[src/logic/dcache_pkg.sv]
// Data cache definitions

package dcache_pkg;

	// Geometry
	localparam int ADDR_WIDTH = 32;
	localparam int OFFSET_WIDTH = 6;
	localparam int SET_WIDTH = 5;
	localparam int TAG_WIDTH = ADDR_WIDTH - SET_WIDTH - OFFSET_WIDTH;
	localparam int NUM_SETS = 1 << SET_WIDTH;
	localparam int NUM_WAYS = 4;
	localparam int WAY_WIDTH = 2;
	localparam int LINE_BYTES = 1 << OFFSET_WIDTH;
	localparam int LINE_BITS = LINE_BYTES * 8;

	// One bit per inner node of the replacement tree
	localparam int LRU_BITS = NUM_WAYS - 1;

	// Miss queue
	localparam int MISS_FIFO_DEPTH = 4;
	localparam int MISS_PTR_WIDTH = 2;

	typedef logic [ADDR_WIDTH-1:0] addr_t;
	typedef logic [TAG_WIDTH-1:0] tag_t;
	typedef logic [SET_WIDTH-1:0] set_t;
	typedef logic [WAY_WIDTH-1:0] way_t;
	typedef logic [LINE_BITS-1:0] line_t;
	typedef logic [LINE_BYTES-1:0] mask_t;

	// One outstanding miss as seen by the L2 sequencer
	typedef struct packed {
		set_t set_idx;
		way_t way;
		tag_t req_tag;
		tag_t victim_tag;
	} miss_req_t;

	typedef enum logic [1:0] {
		L2_IDLE,
		L2_WRITE,
		L2_READ
	} l2_state_t;

endpackage

[src/logic/pseudo_lru.sv]
// Tree pseudo-LRU replacement

`timescale 1ns/10ps

module pseudo_lru import dcache_pkg::*; (
	input  logic clk,
	input  logic arst_n_i,
	input  set_t lookup_set_i,
	input  logic update_i,
	input  set_t update_set_i,
	input  way_t used_way_i,
	output way_t victim_way_o
);

	// Bit 0 is the root, bit 1 the left child, bit 2 the right child
	logic [NUM_SETS-1:0][LRU_BITS-1:0] tree_bits;
	logic [LRU_BITS-1:0] cur_bits;
	logic [LRU_BITS-1:0] next_bits;

	assign cur_bits = tree_bits[lookup_set_i];

	// Follow the tree down to a leaf
	always_comb
	begin
		if (!cur_bits[0])
			victim_way_o = {1'b0, cur_bits[1]};
		else
			victim_way_o = {1'b1, cur_bits[2]};
	end

	// Point every node on the used path away from it
	always_comb
	begin
		next_bits = tree_bits[update_set_i];
		next_bits[0] = ~used_way_i[1];
		if (used_way_i[1])
			next_bits[2] = ~used_way_i[0];
		else
			next_bits[1] = ~used_way_i[0];
	end

	always_ff @(posedge clk or negedge arst_n_i)
	begin
		if (!arst_n_i)
		begin
			tree_bits <= '0;
		end
		else if (update_i)
		begin
			tree_bits[update_set_i] <= next_bits;
		end
	end

	// A way just used is never the next victim of its set
	no_recent_victim: assert property (
		@(posedge clk) disable iff (!arst_n_i)
		update_i ##1 (lookup_set_i == $past(update_set_i))
			|-> victim_way_o != $past(used_way_i)
	)
	else
		$error("victim way %0d was just used", victim_way_o);

endmodule

[config.mk]
export PLATFORM = sky130hd
export DESIGN_NAME = pseudo_lru
export DESIGN_NICKNAME = d
export VERILOG_FILES = /design/src/logic/dcache_pkg.sv /design/src/logic/pseudo_lru.sv
export SDC_FILE = /design/constraint.sdc
export NUM_CORES = 1
export LEC_CHECK = 0
export BUFFER_PORTS_ARGS = -buffer_cell sky130_fd_sc_hd__buf_4
export CAP_MARGIN = 20
export CORE_UTILIZATION = 62
export CTS_CLUSTER_DIAMETER = 80
export CTS_CLUSTER_SIZE = 24
export DETAILED_ROUTE_END_ITERATION = 6
export PLACE_DENSITY = 0.8
export SYNTH_ARGS = -nofsm -noshare
export SYNTH_HDL_FRONTEND = slang
export SYNTH_SLANG_ARGS = --single-unit
[constraint.sdc]
create_clock -name clk -period 2.65 [get_ports clk]
set_clock_uncertainty 0.2 [all_clocks]
set_input_delay 0.265 -clock clk [delete_from_list [all_inputs] [get_ports clk]]
set_output_delay 0.265 -clock clk [all_outputs]
set_load 0.05 [all_outputs]
==> impl_metrics.env <==
export IMPL_postRouteAntennaNets=0
export IMPL_synth_edf_count=0
export IMPL_hold_start="update_i"
export IMPL_setup_tns_ps=0
export IMPL_post_route_period_util=0.9700
export IMPL_min_path_cells=3
export IMPL_r2r_slack_ps=310
export IMPL_drc=0
export IMPL_peakVddDrop_mv=0.3890
export IMPL_crit_type="reg -> out"
export IMPL_async_flop_share=1.000
export IMPL_clkTransAtPathRegs_ps=100
export IMPL_pwr_share_clk=0.280
export IMPL_initial_utilization=0.6523
export IMPL_grt_pass1_wl_mm=21.96
export IMPL_htreeDepth=3
export IMPL_dieHeight_microns=93.10
export IMPL_die_area_sq_um=8667
export IMPL_grt_util_all_layers=0.3411
export IMPL_clk_latency_ps=370
export IMPL_endpoint_kind="primary output"
export IMPL_synth_cells=511
export IMPL_start_kind="flop"
export IMPL_rr_startpoint="tree_bits[40]"
export IMPL_combPwrFrac=0.223
export IMPL_antennaDiodeCount=0
export IMPL_die_w_microns=93.10
export IMPL_numCtsBuffers=9
export IMPL_p_sw_mw=1.215
export IMPL_drtPass1Iterations=5
export IMPL_status="finished, final reports clean"
export IMPL_ys_types=44
export IMPL_wirelength_mm=13.33
export IMPL_num_vias=4142
export IMPL_r2r_end="tree_bits[52]"
export IMPL_leakagePower_nw=2.491
export IMPL_grt_overflow=0
export IMPL_tightest_slew_ps=605.2
export IMPL_fin_crit_ps=2570
export IMPL_timing_fmax_mhz=389.0
export IMPL_cts_buffer_depth=2
export IMPL_largest_reg_flops=96
export IMPL_p_seq_frac=0.497
export IMPL_reg_largest_list="tree_bits (96)"
export IMPL_max_slew_margin_rel=0.5966
export IMPL_grt_max_degree=52
export IMPL_crit_arrival_ps=2110
export IMPL_fin_nets=544
export IMPL_io_pins=17
export IMPL_worst_slack_ps=79.62
export IMPL_hp_class="in -> reg"
export IMPL_hold_path_endpoint="tree_bits[77]"
export IMPL_p_per_area_nw_per_um2=699.7
export IMPL_r2r_cells=6
export IMPL_drt_iter0_drc=403
export IMPL_root_buffer="clkbuf_8"
export IMPL_ys_seq_elements=96
export IMPL_hpwl_mm=9.328
export IMPL_syn_area_sq_um=5145
export IMPL_area_growth_pct=9.849
export IMPL_synth_main_ff_cell="dfrtp_1"
export IMPL_crit_required_ps=2180
export IMPL_synth_nets=526
export IMPL_switching_share=0.3073
export IMPL_cts_sinks=96
export IMPL_cts_tree="done"
export IMPL_avgViaCountPerCell=6.513
export IMPL_drv_slew=0
export IMPL_seq_area_sq_um=2402
export IMPL_io_buffer_count=16
export IMPL_crit_path_max_fanout=3
export IMPL_largest_register="tree_bits"
export IMPL_grt_antenna_before_repair=0
export IMPL_n_fill_cell=540
export IMPL_ys_seq_area_frac=0.4669
export IMPL_gp_congestion=0.9678
export IMPL_fp_coreArea_sq_um=7888
export IMPL_wl_per_cell_microns=20.97
export IMPL_avgSynthCellArea_sq_um=10.07
export IMPL_fp_row_count=32
export IMPL_multiInputGateArea_sq_um=2580
export IMPL_setup_viol=0
export IMPL_hold_violations=0
export IMPL_final_util=0.7165
export IMPL_yosys_warnings=0
export IMPL_drv_cap=0
export IMPL_dp_slack_ps=90.28
export IMPL_internal_power_mw=2.739
export IMPL_drive_gt1_frac=0.1966
export IMPL_grt_pass1_vias=4113
## final cells by class
class,count,share of cell area
inverter,3,0.001992
tap,102,0.02258
sequential,96,0.4251
timing repair buffer,34,0.05291
multi-input combinational,385,0.4565
clock buffer,12,0.02745
clock inverter,4,0.01350
## worst max-delay path: stages, from the launching register on
cell      delay [ps]
dfrtp_1          430
mux4_2           460
nor2b_1          150
a211oi_2         200
a211o_1          130
a211o_1          110
nand2_1           80
buf_6            160
## power groups by stage
stage,logic (mW),clock network (mW),registers (mW)
after floorplan,0.632,0,1.89
after global placement,0.818,0,1.96
after detailed placement,0.848,0,1.98
after CTS,0.854,1.12,1.95
after global routing,0.981,1.18,1.99
final,0.883,1.11,1.96
## metal layers
| metal | global-route usage | up-vias | part of all wire |
|---|---|---|---|
| met5 | 0 | - | 0 |
| met4 | 0.1474 | 0 | 0.041 |
| met3 | 0.08374 | 49 | 0.10 |
| met2 | 0.5196 | 257 | 0.47 |
| met1 | 0.4684 | 1975 | 0.39 |
| li1 | - | 1861 | - |
## cell usage after synthesis, types with 3 or more instances
library cell	count	area share
o21ai_0	77	0.075
dfrtp_1	96	0.47
a211oi_1	3	0.0044
mux4_2	26	0.11
a21oi_1	3	0.0029
nor3_1	3	0.0029
and2_1	3	0.0036
nor3b_1	3	0.0044
nor2b_1	7	0.0085
clkbuf_1	11	0.0080
nor2_1	9	0.0066
mux2_2	3	0.0066
a31oi_1	4	0.0049
buf_6	3	0.0066
nand2_1	148	0.11
a22oi_1	8	0.012
nand3_1	13	0.013
o21ai_2	21	0.036
mux2i_1	26	0.051
buf_2	8	0.0078
nand3b_1	3	0.0044
nand2b_1	4	0.0049
## layout by cell type, fill, tap and decap left out, types with 7 or more instances in the layout
master	synthesis	routed
nor2_1	9	9
buf_4	1	29
o21ai_2	21	21
nand3_1	13	13
a22oi_1	8	8
nor2b_1	7	7
mux2i_1	26	26
clkbuf_8	0	11
dfrtp_1	96	96
o21ai_0	77	77
nand2_1	148	148
mux4_2	26	26
## metrics by stage
| step | hold WS, ps | cell area (sq um) | total power, mW | std cells |
|---|---|---|---|---|
| finish | 49.36 | 5652 | 3.954 | 636 |
| floorplan | -230.6 | 5145 | 2.526 | 511 |
| global placement | 104.7 | 5371 | 2.778 | 615 |
| CTS | 40.80 | 5613 | 3.927 | 632 |
| global route | 61.85 | 5652 | 4.150 | 636 |
| detailed placement | 115.9 | 5371 | 2.831 | 615 |
## logic make-up after synthesis
group,after synthesis,share of synthesized area
buf+inv,30,0.03259
mux,56,0.1761
flops,96,0.4669
compound gates,127,0.1554
simple gates,202,0.1690
## repair_timing
action	in CTS	in global routing
endpoints found under the hold margin	45	0
setup buffers	0	4
gates resized for setup	0	2
endpoints found under the setup margin	0	1
hold buffers	1	0
## worst max-delay path by stage
stage	from	slack [ps]	to	depth (start not counted)
2_1_floorplan	lookup_set_i[0]	320	victim_way_o[0]	8
3_3_place_gp	update_set_i[0]	170	tree_bits[7]	8
3_5_place_dp	update_set_i[0]	90	tree_bits[4]	8
4_1_cts	tree_bits[10]	2	victim_way_o[0]	7
5_1_grt	tree_bits[10]	-8	victim_way_o[0]	7
6_report	tree_bits[4]	80	victim_way_o[0]	7
No activity file was read; power rests on OpenSTA's default activity.
